File: src/vrf_access_consts.svh
// Sizes of the VRF banks, words and command fields; included by the RTL and the testbench
`ifndef VRF_ACCESS_CONSTS_SVH
`define VRF_ACCESS_CONSTS_SVH

////////////////////////////////////////////////////////////////////////////
// Bank geometry
////////////////////////////////////////////////////////////////////////////

// Number of banks, selected by the low address bits
`define VRF_NR_BANKS 4
`define VRF_BANK_IDX_W 2

// One word is one 64-bit element
`define VRF_WORD_W 64
`define VRF_BE_W 8

////////////////////////////////////////////////////////////////////////////
// Addressing and command fields
////////////////////////////////////////////////////////////////////////////

`define VRF_ADDR_W 8
`define VRF_REG_WORDS 8
`define VRF_VS_W 5
`define VRF_LEN_W 8

`endif

File: src/vrf_access_pkg.sv
// Enumerated types of the VRF access stage, shared by the RTL and the testbench
package vrf_access_pkg;

  // Operand requester state
  typedef enum logic {
    REQ_IDLE,
    REQ_ACTIVE
  } req_state_e;

  // Operand queue a read word is delivered to
  typedef enum logic {
    OPQ_A,
    OPQ_B
  } opqueue_e;

  // Arbiter input index
  // The first two form the high group, the last two the low group
  typedef enum logic [1:0] {
    MST_OPQ_A,
    MST_ALU,
    MST_OPQ_B,
    MST_LDU
  } master_e;

endpackage

File: src/bank_arbiter.sv
// Round-robin arbiter of one VRF bank whose high group masks the low group; the top has one per bank
`timescale 1ns/1ps
`include "vrf_access_consts.svh"

module bank_arbiter (
  input  logic                                   clk_i,
  input  logic                                   rst_ni,
  // Requests, indexed by master
  input  logic [3:0]                             req_i,
  input  logic [`VRF_ADDR_W-`VRF_BANK_IDX_W-1:0] rd_row_a_i,
  input  logic [`VRF_ADDR_W-`VRF_BANK_IDX_W-1:0] rd_row_b_i,
  input  logic [`VRF_ADDR_W-`VRF_BANK_IDX_W-1:0] wr_row_alu_i,
  input  logic [`VRF_ADDR_W-`VRF_BANK_IDX_W-1:0] wr_row_ldu_i,
  input  logic [`VRF_WORD_W-1:0]                 wdata_alu_i,
  input  logic [`VRF_WORD_W-1:0]                 wdata_ldu_i,
  input  logic [`VRF_BE_W-1:0]                   be_alu_i,
  input  logic [`VRF_BE_W-1:0]                   be_ldu_i,
  output logic [3:0]                             gnt_o,
  // Bank port
  output logic                                   vrf_req_o,
  output logic [`VRF_ADDR_W-`VRF_BANK_IDX_W-1:0] vrf_addr_o,
  output logic                                   vrf_wen_o,
  output logic [`VRF_WORD_W-1:0]                 vrf_wdata_o,
  output logic [`VRF_BE_W-1:0]                   vrf_be_o,
  output vrf_access_pkg::opqueue_e               vrf_tgt_o
);

  // Set when the write master is next in line within its group
  logic rr_hi_q;
  logic rr_lo_q;
  logic hi_any;
  logic hi_contend;
  logic lo_contend;

  assign hi_any     = req_i[vrf_access_pkg::MST_OPQ_A] | req_i[vrf_access_pkg::MST_ALU];
  assign hi_contend = req_i[vrf_access_pkg::MST_OPQ_A] & req_i[vrf_access_pkg::MST_ALU];
  assign lo_contend = !hi_any &&
                      req_i[vrf_access_pkg::MST_OPQ_B] && req_i[vrf_access_pkg::MST_LDU];

  ////////////////////////////////////////////////////////////////////////////
  // Grants
  ////////////////////////////////////////////////////////////////////////////

  assign gnt_o[vrf_access_pkg::MST_OPQ_A] = req_i[vrf_access_pkg::MST_OPQ_A] &&
                                            (!req_i[vrf_access_pkg::MST_ALU] || !rr_hi_q);
  assign gnt_o[vrf_access_pkg::MST_ALU]   = req_i[vrf_access_pkg::MST_ALU] &&
                                            (!req_i[vrf_access_pkg::MST_OPQ_A] || rr_hi_q);
  // Low group only sees the bank when the high group is silent
  assign gnt_o[vrf_access_pkg::MST_OPQ_B] = !hi_any && req_i[vrf_access_pkg::MST_OPQ_B] &&
                                            (!req_i[vrf_access_pkg::MST_LDU] || !rr_lo_q);
  assign gnt_o[vrf_access_pkg::MST_LDU]   = !hi_any && req_i[vrf_access_pkg::MST_LDU] &&
                                            (!req_i[vrf_access_pkg::MST_OPQ_B] || rr_lo_q);

  // Every request wins somewhere, and the bank answers at once
  assign vrf_req_o = |req_i;

  always_ff @(posedge clk_i or negedge rst_ni) begin
    if (!rst_ni) begin
      rr_hi_q <= 1'b0;
      rr_lo_q <= 1'b0;
    end else begin
      if (hi_contend) begin
        rr_hi_q <= !rr_hi_q;
      end
      if (lo_contend) begin
        rr_lo_q <= !rr_lo_q;
      end
    end
  end

  ////////////////////////////////////////////////////////////////////////////
  // Winner payload
  ////////////////////////////////////////////////////////////////////////////

  always_comb begin
    vrf_addr_o  = '0;
    vrf_wen_o   = 1'b0;
    vrf_wdata_o = '0;
    vrf_be_o    = '0;
    vrf_tgt_o   = vrf_access_pkg::OPQ_A;
    if (gnt_o[vrf_access_pkg::MST_OPQ_A]) begin
      vrf_addr_o = rd_row_a_i;
    end else if (gnt_o[vrf_access_pkg::MST_ALU]) begin
      vrf_addr_o  = wr_row_alu_i;
      vrf_wen_o   = 1'b1;
      vrf_wdata_o = wdata_alu_i;
      vrf_be_o    = be_alu_i;
    end else if (gnt_o[vrf_access_pkg::MST_OPQ_B]) begin
      vrf_addr_o = rd_row_b_i;
      vrf_tgt_o  = vrf_access_pkg::OPQ_B;
    end else if (gnt_o[vrf_access_pkg::MST_LDU]) begin
      vrf_addr_o  = wr_row_ldu_i;
      vrf_wen_o   = 1'b1;
      vrf_wdata_o = wdata_ldu_i;
      vrf_be_o    = be_ldu_i;
    end
  end

  a_gnt_onehot: assert property (@(posedge clk_i) disable iff (!rst_ni) $onehot0(gnt_o))
    else $error("bank_arbiter: more than one grant");

endmodule

File: src/operand_requester.sv
// Operand requester for one queue: takes a read command and streams banked VRF read requests
`timescale 1ns/1ps
`include "vrf_access_consts.svh"

module operand_requester (
  input  logic                                   clk_i,
  input  logic                                   rst_ni,
  // Read command
  input  logic                                   opreq_valid_i,
  input  logic [`VRF_VS_W-1:0]                   opreq_vs_i,
  input  logic [`VRF_LEN_W-1:0]                  opreq_vstart_i,
  input  logic [`VRF_LEN_W-1:0]                  opreq_len_i,
  output logic                                   opreq_ready_o,
  // Operand queue
  input  logic                                   opq_ready_i,
  output logic                                   operand_issued_o,
  // Bank arbiters
  output logic [`VRF_NR_BANKS-1:0]               bank_req_o,
  output logic [`VRF_ADDR_W-`VRF_BANK_IDX_W-1:0] row_addr_o,
  input  logic [`VRF_NR_BANKS-1:0]               bank_gnt_i
);

  vrf_access_pkg::req_state_e state_d, state_q;
  logic [`VRF_ADDR_W-1:0]     addr_d, addr_q;
  logic [`VRF_LEN_W-1:0]      len_d, len_q;
  logic [`VRF_ADDR_W-1:0]     cmd_addr;
  logic                       granted;
  logic                       last_gnt;
  logic                       accept;

  // First word of the command: register base plus start offset
  assign cmd_addr = `VRF_ADDR_W'(opreq_vs_i * `VRF_REG_WORDS + opreq_vstart_i);

  // Only one bank is requested, so any grant is ours
  assign granted          = |bank_gnt_i;
  assign operand_issued_o = granted;

  // Last word granted this cycle frees the requester for a new command
  assign last_gnt = (state_q == vrf_access_pkg::REQ_ACTIVE) && granted &&
                    (len_q == `VRF_LEN_W'(1));
  assign opreq_ready_o = (state_q == vrf_access_pkg::REQ_IDLE) || last_gnt;
  assign accept        = opreq_valid_i && opreq_ready_o;

  assign row_addr_o = addr_q[`VRF_ADDR_W-1:`VRF_BANK_IDX_W];

  ////////////////////////////////////////////////////////////////////////////
  // Bank request
  ////////////////////////////////////////////////////////////////////////////

  always_comb begin
    bank_req_o = '0;
    // Stalled queue holds the position, nothing is requested
    if (state_q == vrf_access_pkg::REQ_ACTIVE && opq_ready_i) begin
      bank_req_o[addr_q[`VRF_BANK_IDX_W-1:0]] = 1'b1;
    end
  end

  ////////////////////////////////////////////////////////////////////////////
  // Address and count
  ////////////////////////////////////////////////////////////////////////////

  always_comb begin
    state_d = state_q;
    addr_d  = addr_q;
    len_d   = len_q;

    // Step to the next word on every grant
    if (granted) begin
      addr_d = addr_q + 1'b1;
      len_d  = len_q - 1'b1;
      if (len_q == `VRF_LEN_W'(1)) begin
        state_d = vrf_access_pkg::REQ_IDLE;
      end
    end

    // New command, also back-to-back in the last grant cycle
    if (accept) begin
      addr_d = cmd_addr;
      len_d  = opreq_len_i;
      if (opreq_len_i == '0) begin
        state_d = vrf_access_pkg::REQ_IDLE;  // nothing to read
      end else begin
        state_d = vrf_access_pkg::REQ_ACTIVE;
      end
    end
  end

  always_ff @(posedge clk_i or negedge rst_ni) begin
    if (!rst_ni) begin
      state_q <= vrf_access_pkg::REQ_IDLE;
      addr_q  <= '0;
      len_q   <= '0;
    end else begin
      state_q <= state_d;
      addr_q  <= addr_d;
      len_q   <= len_d;
    end
  end

  // Requests target one bank at a time
  a_one_bank: assert property (@(posedge clk_i) disable iff (!rst_ni)
    $onehot0(bank_req_o))
    else $error("operand_requester: several banks requested");

  // Arbiters only answer the bank that was asked for
  a_gnt_has_req: assert property (@(posedge clk_i) disable iff (!rst_ni)
    (bank_gnt_i & ~bank_req_o) == '0)
    else $error("operand_requester: grant without request");

endmodule

File: src/result_stream_reg.sv
// One-entry valid/ready register that decouples the load-unit write port from the arbiters
`timescale 1ns/1ps
`include "vrf_access_consts.svh"

module result_stream_reg (
  input  logic                   clk_i,
  input  logic                   rst_ni,
  // Upstream side
  input  logic                   valid_i,
  input  logic [`VRF_ADDR_W-1:0] addr_i,
  input  logic [`VRF_WORD_W-1:0] wdata_i,
  input  logic [`VRF_BE_W-1:0]   be_i,
  output logic                   ready_o,
  // Downstream side
  output logic                   valid_o,
  output logic [`VRF_ADDR_W-1:0] addr_o,
  output logic [`VRF_WORD_W-1:0] wdata_o,
  output logic [`VRF_BE_W-1:0]   be_o,
  input  logic                   ready_i
);

  logic valid_q;
  logic load;

  // Free when empty or drained in this cycle
  assign ready_o = !valid_q || ready_i;
  assign load    = valid_i && ready_o;
  assign valid_o = valid_q;

  always_ff @(posedge clk_i or negedge rst_ni) begin
    if (!rst_ni) begin
      valid_q <= 1'b0;
    end else if (ready_o) begin
      valid_q <= valid_i;
    end
  end

  always_ff @(posedge clk_i) begin
    if (load) begin
      addr_o  <= addr_i;
      wdata_o <= wdata_i;
      be_o    <= be_i;
    end
  end

  // Word waiting for a grant is held as it is
  a_hold_payload: assert property (@(posedge clk_i) disable iff (!rst_ni)
    valid_o && !ready_i |=> valid_o && $stable({addr_o, wdata_o, be_o}))
    else $error("result_stream_reg: payload changed while stalled");

endmodule

File: src/vrf_access_top.sv
// VRF access stage: two operand requesters and two result writers sharing the VRF banks
`timescale 1ns/1ps
`include "vrf_access_consts.svh"

module vrf_access_top (
  input  logic                                                       clk_i,
  input  logic                                                       rst_ni,
  // Requester A
  input  logic                                                       opreq_valid_a_i,
  input  logic [`VRF_VS_W-1:0]                                       opreq_vs_a_i,
  input  logic [`VRF_LEN_W-1:0]                                      opreq_vstart_a_i,
  input  logic [`VRF_LEN_W-1:0]                                      opreq_len_a_i,
  output logic                                                       opreq_ready_a_o,
  input  logic                                                       opq_ready_a_i,
  output logic                                                       operand_issued_a_o,
  // Requester B
  input  logic                                                       opreq_valid_b_i,
  input  logic [`VRF_VS_W-1:0]                                       opreq_vs_b_i,
  input  logic [`VRF_LEN_W-1:0]                                      opreq_vstart_b_i,
  input  logic [`VRF_LEN_W-1:0]                                      opreq_len_b_i,
  output logic                                                       opreq_ready_b_o,
  input  logic                                                       opq_ready_b_i,
  output logic                                                       operand_issued_b_o,
  // ALU result
  input  logic                                                       alu_req_i,
  input  logic [`VRF_ADDR_W-1:0]                                     alu_addr_i,
  input  logic [`VRF_WORD_W-1:0]                                     alu_wdata_i,
  input  logic [`VRF_BE_W-1:0]                                       alu_be_i,
  output logic                                                       alu_gnt_o,
  // Load-unit result
  input  logic                                                       ldu_req_i,
  input  logic [`VRF_ADDR_W-1:0]                                     ldu_addr_i,
  input  logic [`VRF_WORD_W-1:0]                                     ldu_wdata_i,
  input  logic [`VRF_BE_W-1:0]                                       ldu_be_i,
  output logic                                                       ldu_gnt_o,
  // VRF banks
  output logic [`VRF_NR_BANKS-1:0]                                   vrf_req_o,
  output logic [`VRF_NR_BANKS-1:0][`VRF_ADDR_W-`VRF_BANK_IDX_W-1:0] vrf_addr_o,
  output logic [`VRF_NR_BANKS-1:0]                                   vrf_wen_o,
  output logic [`VRF_NR_BANKS-1:0][`VRF_WORD_W-1:0]                 vrf_wdata_o,
  output logic [`VRF_NR_BANKS-1:0][`VRF_BE_W-1:0]                   vrf_be_o,
  output vrf_access_pkg::opqueue_e [`VRF_NR_BANKS-1:0]               vrf_tgt_o
);

  logic [`VRF_NR_BANKS-1:0]               bank_req_a, bank_gnt_a;
  logic [`VRF_NR_BANKS-1:0]               bank_req_b, bank_gnt_b;
  logic [`VRF_ADDR_W-`VRF_BANK_IDX_W-1:0] row_a, row_b;
  logic [`VRF_NR_BANKS-1:0]               alu_gnt_bank, ldu_gnt_bank;
  // Load word after the stream register
  logic                                   ldu_q_valid, ldu_q_ready;
  logic [`VRF_ADDR_W-1:0]                 ldu_q_addr;
  logic [`VRF_WORD_W-1:0]                 ldu_q_wdata;
  logic [`VRF_BE_W-1:0]                   ldu_q_be;

  operand_requester i_requester_a (
    .clk_i, .rst_ni,
    .opreq_valid_i(opreq_valid_a_i), .opreq_vs_i(opreq_vs_a_i),
    .opreq_vstart_i(opreq_vstart_a_i), .opreq_len_i(opreq_len_a_i),
    .opreq_ready_o(opreq_ready_a_o), .opq_ready_i(opq_ready_a_i),
    .operand_issued_o(operand_issued_a_o), .bank_req_o(bank_req_a),
    .row_addr_o(row_a), .bank_gnt_i(bank_gnt_a)
  );

  operand_requester i_requester_b (
    .clk_i, .rst_ni,
    .opreq_valid_i(opreq_valid_b_i), .opreq_vs_i(opreq_vs_b_i),
    .opreq_vstart_i(opreq_vstart_b_i), .opreq_len_i(opreq_len_b_i),
    .opreq_ready_o(opreq_ready_b_o), .opq_ready_i(opq_ready_b_i),
    .operand_issued_o(operand_issued_b_o), .bank_req_o(bank_req_b),
    .row_addr_o(row_b), .bank_gnt_i(bank_gnt_b)
  );

  result_stream_reg i_ldu_stream_reg (
    .clk_i, .rst_ni,
    .valid_i(ldu_req_i), .addr_i(ldu_addr_i), .wdata_i(ldu_wdata_i), .be_i(ldu_be_i),
    .ready_o(ldu_gnt_o),
    .valid_o(ldu_q_valid), .addr_o(ldu_q_addr), .wdata_o(ldu_q_wdata), .be_o(ldu_q_be),
    .ready_i(ldu_q_ready)
  );

  ////////////////////////////////////////////////////////////////////////////
  // One arbiter per bank
  ////////////////////////////////////////////////////////////////////////////

  for (genvar b = 0; b < `VRF_NR_BANKS; b++) begin : gen_bank
    logic [3:0] arb_req;
    logic [3:0] arb_gnt;

    // Writers are routed by the bank bits of their address
    assign arb_req[vrf_access_pkg::MST_OPQ_A] = bank_req_a[b];
    assign arb_req[vrf_access_pkg::MST_ALU]   =
      alu_req_i && (alu_addr_i[`VRF_BANK_IDX_W-1:0] == `VRF_BANK_IDX_W'(b));
    assign arb_req[vrf_access_pkg::MST_OPQ_B] = bank_req_b[b];
    assign arb_req[vrf_access_pkg::MST_LDU]   =
      ldu_q_valid && (ldu_q_addr[`VRF_BANK_IDX_W-1:0] == `VRF_BANK_IDX_W'(b));

    bank_arbiter i_bank_arbiter (
      .clk_i, .rst_ni,
      .req_i(arb_req), .rd_row_a_i(row_a), .rd_row_b_i(row_b),
      .wr_row_alu_i(alu_addr_i[`VRF_ADDR_W-1:`VRF_BANK_IDX_W]),
      .wr_row_ldu_i(ldu_q_addr[`VRF_ADDR_W-1:`VRF_BANK_IDX_W]),
      .wdata_alu_i(alu_wdata_i), .wdata_ldu_i(ldu_q_wdata),
      .be_alu_i(alu_be_i), .be_ldu_i(ldu_q_be), .gnt_o(arb_gnt),
      .vrf_req_o(vrf_req_o[b]), .vrf_addr_o(vrf_addr_o[b]), .vrf_wen_o(vrf_wen_o[b]),
      .vrf_wdata_o(vrf_wdata_o[b]), .vrf_be_o(vrf_be_o[b]), .vrf_tgt_o(vrf_tgt_o[b])
    );

    assign bank_gnt_a[b]   = arb_gnt[vrf_access_pkg::MST_OPQ_A];
    assign alu_gnt_bank[b] = arb_gnt[vrf_access_pkg::MST_ALU];
    assign bank_gnt_b[b]   = arb_gnt[vrf_access_pkg::MST_OPQ_B];
    assign ldu_gnt_bank[b] = arb_gnt[vrf_access_pkg::MST_LDU];
  end

  // Writers hit one bank, so OR the grants back
  assign alu_gnt_o   = |alu_gnt_bank;
  assign ldu_q_ready = |ldu_gnt_bank;

endmodule
File: config.mk
export PLATFORM = sky130hd
export DESIGN_NAME = vrf_access_top
export DESIGN_NICKNAME = d
export VERILOG_FILES = /design/src/vrf_access_pkg.sv /design/src/bank_arbiter.sv /design/src/operand_requester.sv /design/src/result_stream_reg.sv /design/src/vrf_access_top.sv
export VERILOG_INCLUDE_DIRS = /design/src
export SDC_FILE = /design/constraint.sdc
export NUM_CORES = 1
export LEC_CHECK = 0
export ABC_AREA = 1
export ABC_CLOCK_PERIOD_IN_PS = 8600
export BUFFER_PORTS_ARGS = -buffer_cell sky130_fd_sc_hd__buf_2
export CORE_AREA = 2 2 208 210
export DETAILED_ROUTE_END_ITERATION = 10
export DIE_AREA = 0 0 210 212
export PLACE_DENSITY = 0.53
export SETUP_SLACK_MARGIN = 0.15
export SYNTH_ARGS = -nofsm -noshare
export SYNTH_HDL_FRONTEND = slang
export SYNTH_SLANG_ARGS = --single-unit
File: constraint.sdc
create_clock -name clk_i -period 8.6 [get_ports clk_i]
set_input_delay 1.29 -clock clk_i [delete_from_list [all_inputs] [get_ports clk_i]]
set_output_delay 1.29 -clock clk_i [all_outputs]
set_load 0.005 [all_outputs]
==> results of run 1 <==
## kinds of logic after synthesis
logic type,after synthesis,synth area share (%)
buffers and inverters,353,14.45
adder cells (fa/ha/maj),22,2.895
flip-flops,123,34.68
AND/OR/NAND/NOR,269,12.61
AO/OA/AOI/OAI,414,32.83
XOR/XNOR,29,2.533
## final cells by class
class	instances	area, sq um	area share, %
multi-input combinational	734	5131	37.67
sequential	123	3478	25.54
timing repair buffer	554	2810	20.63
inverter	236	892.1	6.550
tap	546	683.2	5.016
clock buffer	23	520.5	3.821
clock inverter	9	102.6	0.7533
antenna	1	2.502	0.01837
## registers in the layout, summed over array words and instances, names as in the netlist
signal / flops
gen_bank.i_bank_arbiter.rr_hi_q: 4
i_ldu_stream_reg.wdata_o: 64
i_requester_a.addr_q: 8
i_requester_b.len_q: 8
i_requester_a.state_q: 1
gen_bank.i_bank_arbiter.rr_lo_q: 4
i_ldu_stream_reg.addr_o: 8
i_ldu_stream_reg.valid_o: 1
i_requester_b.addr_q: 8
i_requester_b.state_q: 1
i_requester_a.len_q: 8
i_ldu_stream_reg.be_o: 8
## cell usage after synthesis, drive strengths merged
| master | n |
|---|---|
| a221oi | 288 |
| o211ai | 24 |
| o31ai | 2 |
| a21oi | 41 |
| ha | 20 |
| a31oi | 1 |
| or2 | 3 |
| o22ai | 22 |
| inv | 236 |
| dfrtp | 43 |
| nor4 | 4 |
| xor2 | 21 |
| buf | 65 |
| clkbuf | 52 |
| nand2 | 96 |
| nor2 | 63 |
| o21ai | 34 |
| xnor2 | 8 |
| nand3 | 87 |
| nand3b | 5 |
| nor3 | 6 |
| edfxtp | 80 |
| fa | 2 |
| o2111ai | 2 |
| nand4 | 5 |
## metrics by stage
stage	cell area [sq um]	worst slack (ns)	power (W)	util, %	instances
2_1_floorplan	10030	1.844	0.001995	-	1210
3_3_place_gp	13000	3.357	0.002665	30.57	2193
3_5_place_dp	13000	3.261	0.002681	30.57	2193
4_1_cts	13620	3.255	0.003472	32.04	2225
5_1_grt	13620	3.079	0.003688	32.04	2226
6_report	13620	3.248	0.003452	32.04	2226
## worst max path at each step
| stage | endpoint | slack (ns) | cells past startpoint |
|---|---|---|---|
| 3_3_place_gp | vrf_wdata_o[81] | 3.36 | 8 |
| 4_1_cts | vrf_wdata_o[38] | 3.26 | 8 |
| 2_1_floorplan | i_ldu_stream_reg.addr_o[0]$_DFFE_PP_ | 1.84 | 4 |
| 3_5_place_dp | vrf_wdata_o[38] | 3.26 | 8 |
| 5_1_grt | vrf_wdata_o[2] | 3.08 | 8 |
| 6_report | vrf_wdata_o[84] | 3.25 | 8 |
## layer usage
layer  GRT usage, %  share of wire (%)
met5              0               0.13
met4          9.929                4.5
met3          5.451                9.4
met2          35.03                 46
met1          27.89                 40
## placed cells by master (no fill, tap or decap), drive strengths merged, types with 6 or more instances in the layout
| master | synthesis | final |
|---|---|---|
| clkbuf | 52 | 23 |
| nor2 | 63 | 63 |
| inv | 236 | 235 |
| dfrtp | 43 | 43 |
| o22ai | 22 | 22 |
| ha | 20 | 20 |
| edfxtp | 80 | 80 |
| o21ai | 34 | 34 |
| nor3 | 6 | 6 |
| a221oi | 288 | 288 |
| xnor2 | 8 | 8 |
| a21oi | 41 | 41 |
| nand3 | 87 | 87 |
| o211ai | 24 | 24 |
| buf | 65 | 554 |
| clkinv | 0 | 8 |
| xor2 | 21 | 21 |
| nand2 | 96 | 96 |
## where the power goes
part	total [W]	switching, W	internal, W
clock	0.000769	0.000285	0.000484
combinational	0.00174	0.00113	0.000612
sequential	0.000942	0.000110	0.000832
==> key figures, run 1 <==
STA
  • Worst slew margin: 26.56%
  • Tmin final: 5.352 ns
  • Final hold vios: 0
  • Final Cycle Share: 62.24%
  • RSZ-0062 raised after global routing: false
  • Max-slew violation count: 0
  • Worst slew pin tran: 1.102 ns
  • Final setup TNS: 0 ns
  • Final-report setup violation count: 0
  • Fmax: 186.8 MHz
  • Layout Skew: 0.01285 ns
  • Hold WS: 0.4672 ns

Routing
  • Initial DRC count: 1890
  • Final wirelength: 51990 um
  • DRT Pass-1 Iters: 8
  • Final ANT Viol Nets: 0
  • Drt wl/cell: 23.36 um
  • # DRC: 0
  • Vias/cell: 5.631
  • DR vias: 12535

Clock network
  • Clk buf depth: 2
  • Root buffer cell: clkbuf_16
  • TritonCTS clock tree: yes
  • Hold_buf cts: 0
  • CTS resizes: 0
  • Worst-path clk slew: 0.06 ns
  • Clock sinks: 123
  • Clock latency at the later pin of the worst-skew pair: 0.44 ns
  • Post-CTS setup buffers: 0
  • H-Tree Depth: 4
  • TritonCTS Buffers: 17

Cells and area
  • Final net count: 1898
  • Layout cells sized above 1: 37.64%
  • Number of filler cells placed in the layout: 4591
  • Area grow syn2layout: 35.82%

Logic synthesis
  • Post-synthesis sequential area ratio: 34.68%
  • Yosys top cell area share: 25.15%
  • Cells after Synth: 1210
  • Synth cell types: 35
  • Synthesized area: 10030 sq um
  • #FFs+latches synth: 123
  • Yosys warnings: 0
  • Largest cells by area after synthesis: a221oi_1, edfxtp_1, dfrtp_1
  • Post-synth top area cell: a221oi_1
  • Syn_nets: 1442
  • Mean Syn Cell Area: 8.288 sq um

Power
  • Peak supply drop: 122.3 uV
  • Power density of the placed cells: 253.4 nW/um^2
  • LEAKAGE: 6.906 nW

Critical path
  • Critical path's slowest cell: clkinv_2
  • RR Startpoint: i_requester_a.state_q$_DFFE_PN0P_
  • Worst reg-to-reg setup slack: 4.92 ns
  • CP Class: in -> out
  • FF-to-FF End: i_ldu_stream_reg.wdata_o[39]$_DFFE_PP_
  • Worst EP required: 7.31 ns
  • Worst path cell trace: buf_2 > inv_1 > nand3_2 > a21oi_2 > clkinv_2 > buf_4 > a221oi_1 > buf_2
  • CP bufs+invs: 5
  • Worst Setup SP: alu_addr_i[1]
  • Worst-path maximum fanout: 51
  • Reg2Reg Depth: 5
  • CP dominant cell by count: buf_2
  • Worst EP arrival: 4.06 ns
  • Crit. End Element: output port
  • Worst path top cell family by delay: buffers and inverters
  • Worst Setup Start Kind: primary input
  • Worst stage delay on the critical path: 0.81 ns

Floorplan
  • Die area: 44520 sq um
  • Die Span Y: 212 um
  • Die width: 210 um
  • Ports: 540
  • Core Area: 42510 sq um
  • # rows: 76
  • Starting density of the core: 23.59%

Job
  • Max_cap viols: 0

Place
  • Hpwl dp: 38680 um
  • Port buffer count: 539
  • Routability cong.: 0.9991

Global routing
  • Initial antenna violation count: 6
  • Vias in the first global route: 11208
  • Total track usage: 21.90%
  • Global-route wire length before repair: 72970 um
  • Total grt overflow: 0
  • Largest net degree at the start of global routing: 77

Min path
  • Hold Path Origin: gen_bank[2].i_bank_arbiter.rr_lo_q$_DFFE_PN0P_
  • Worst min path class: reg -> reg
  • Worst hold endpoint: gen_bank[2].i_bank_arbiter.rr_lo_q$_DFFE_PN0P_
  • WHS Path Cells: 1

Run status
  • Status: complete, no violations
Note: power is estimated with default switching activity, not from simulation.
==> inputs of run 2 (changes only) <==
- ABC_CLOCK_PERIOD_IN_PS: 8600 -> 5100
- clock period: 8.6 -> 5.1 ns (I/O delays scaled with it)
==> key figures, run 2 (synthesis gave the netlist of run 1 again) <==
Power
  • Seq pwr share: 27.6%
  • Comb power frac: 51.3%
  • Internal power: 0.003208 W
  • LEAKAGE: 6.930 nW
  • Clock share of power: 21.1%
  • Peak supply drop: 228.2 uV
  • Power density of the placed cells: 421.7 nW/um^2
  • Sw frac: 44.35%
  • NetSw: 0.002556 W

Floorplan
  • Die Span Y: 212 um
  • Die area: 44520 sq um
  • Ports: 540
  • Starting density of the core: 23.59%
  • Core Area: 42510 sq um
  • # rows: 76
  • Die width: 210 um

Cells and area
  • Multi-input combinational cell area: 5131 sq um
  • Most frequent cells in the layout: buf_2, a221oi_1, inv_1, nand2_1, nand3_1
  • Max reg flops: 64
  • Antenna Cells: 0
  • Layout cells sized above 1: 37.74%
  • Final net count: 1907
  • Most common cell after layout, fill and taps aside: buf_2
  • Area grow syn2layout: 36.31%
  • Reg area: 3478 sq um
  • Post-route cell area: 13670 sq um
  • Number of filler cells placed in the layout: 4561
  • Reg with most FFs: i_ldu_stream_reg.wdata_o
  • Fin util: 32.16%

STA
  • Fmax: 220.8 MHz
  • Final setup TNS: 0 ns
  • Tmin final: 4.528 ns
  • Worst slew pin tran: 1.288 ns
  • Final Cycle Share: 88.79%
  • Final hold vios: 0
  • Max-slew violation count: 0
  • Final-report setup violation count: 0
  • RSZ-0062 raised after global routing: false
  • Worst slew margin: 14.12%
  • Layout Skew: 0.009849 ns

Clock network
  • CTS resizes: 0
  • TritonCTS Buffers: 17
  • Worst-path clk slew: 0.06 ns
  • TritonCTS clock tree: yes
  • Hold_buf cts: 0
  • H-Tree Depth: 4
  • Clk buf depth: 2
  • Clock latency at the later pin of the worst-skew pair: 0.43 ns
  • Root buffer cell: clkbuf_16
  • Clock sinks: 123
  • Post-CTS setup buffers: 0

Routing
  • DR vias: 12451
  • Drt wl/cell: 23.22 um
  • Final wirelength: 51880 um
  • # DRC: 0
  • DRT Pass-1 Iters: 9
  • Final ANT Viol Nets: 0
  • Vias/cell: 5.573
  • Initial DRC count: 1758

Critical path
  • Worst Setup Start Kind: register
  • RR Startpoint: i_requester_a.addr_q[0]$_DFFE_PN0P_
  • Worst Setup SP: i_requester_a.addr_q[0]$_DFFE_PN0P_
  • Worst EP required: 4.34 ns
  • CP endpoint: vrf_wdata_o[31]
  • Worst-path maximum fanout: 74
  • Reg2Reg Depth: 6
  • Crit. End Element: output port
  • CP Class: reg -> out
  • Worst EP arrival: 3.76 ns
  • Worst reg-to-reg setup slack: 2.11 ns
  • FF-to-FF End: i_ldu_stream_reg.wdata_o[43]$_DFFE_PP_

Job
  • Max_cap viols: 0

Global routing
  • Total track usage: 21.94%
  • Total grt overflow: 0
  • Global-route wire length before repair: 73330 um
  • Vias in the first global route: 11564
  • Initial antenna violation count: 2
  • Largest net degree at the start of global routing: 75

Place
  • Routability cong.: 0.9597
  • Hpwl dp: 38830 um
  • Port buffer count: 539
  • Area after DPL: 13090 sq um

Run status
  • Status: complete, no violations

Min path
  • Worst min path class: reg -> reg
  • WHS Path Cells: 1
run 2: changes by cell type in the layout (fill, tap and decap cells not counted):
| cell | delta |
|---|---|
| bufinv_16 | -1 |
| clkinv_4 | +1 |
| inv_6 | -1 |
| inv_4 | -3 |
| clkinv_2 | +2 |
| clkbuf_1 | +4 |
| buf_4 | +7 |
| diode_2 | -1 |
| clkbuf_8 | -1 |
| inv_2 | -1 |
| buf_12 | +2 |
run 2: cell type report:
class	instances	share of cell area [%]
sequential	123	25.45
timing repair buffer	563	21.24
clock buffer	26	3.817
clock inverter	6	0.4302
tap	546	4.998
multi-input combinational	734	37.54
inverter	236	6.535
run 2: worst min-delay path by stage:
stage | slack (ns) | from | endpoint
final | 0.47 | gen_bank[3].i_bank_arbiter.rr_hi_q$_DFFE_PN0P_ | gen_bank[3].i_bank_arbiter.rr_hi_q$_DFFE_PN0P_
after floorplan | 0.44 | gen_bank[0].i_bank_arbiter.rr_lo_q$_DFFE_PN0P_ | gen_bank[0].i_bank_arbiter.rr_lo_q$_DFFE_PN0P_
after CTS | 0.47 | ldu_wdata_i[18] | i_ldu_stream_reg.wdata_o[18]$_DFFE_PP_
after global placement | 0.46 | gen_bank[2].i_bank_arbiter.rr_lo_q$_DFFE_PN0P_ | gen_bank[2].i_bank_arbiter.rr_lo_q$_DFFE_PN0P_
after detailed placement | 0.47 | gen_bank[2].i_bank_arbiter.rr_lo_q$_DFFE_PN0P_ | gen_bank[2].i_bank_arbiter.rr_lo_q$_DFFE_PN0P_
after global routing | 0.47 | ldu_wdata_i[12] | i_ldu_stream_reg.wdata_o[12]$_DFFE_PP_
run 2: power by group through the flow:
stage               sequential [W]  clock [W]  combinational (W)
floorplan                  0.00157          0            0.00178
global placement           0.00160          0            0.00293
detailed placement         0.00160          0            0.00294
CTS                        0.00159    0.00126            0.00295
global route               0.00163    0.00129            0.00325
finish                     0.00159    0.00122            0.00296
run 2: routing by layer:
metal / up-vias / part of all wire (%) / GRT usage, %
li1: 5485 / - / -
met1: 5939 / 39 / 27.09
met2: 898 / 47 / 36.11
met3: 127 / 9.3 / 5.539
met4: 2 / 4.2 / 9.929
met5: - / 0.025 / 0
run 2: per-stage QoR:
stage	instances	hold slack [ns]	total power, W	worst slack (ns)
after global routing	2234	0.4723	0.006170	0.3797
after floorplan	1210	0.4416	0.003351	0.8093
after CTS	2234	0.4715	0.005791	0.7105
after global placement	2202	0.4560	0.004524	0.9221
final	2234	0.4747	0.005764	0.5720
after detailed placement	2202	0.4659	0.004544	0.9701
run 2: critical path: stages (launching register included):
cell	delay (ns)
dfrtp_1	0.43
inv_1	0.09
ha_1	0.20
nand3_1	0.18
inv_1	0.11
a21oi_2	0.46
clkinv_2	0.09
buf_4	0.36
a221oi_1	1.04
buf_2	0.26
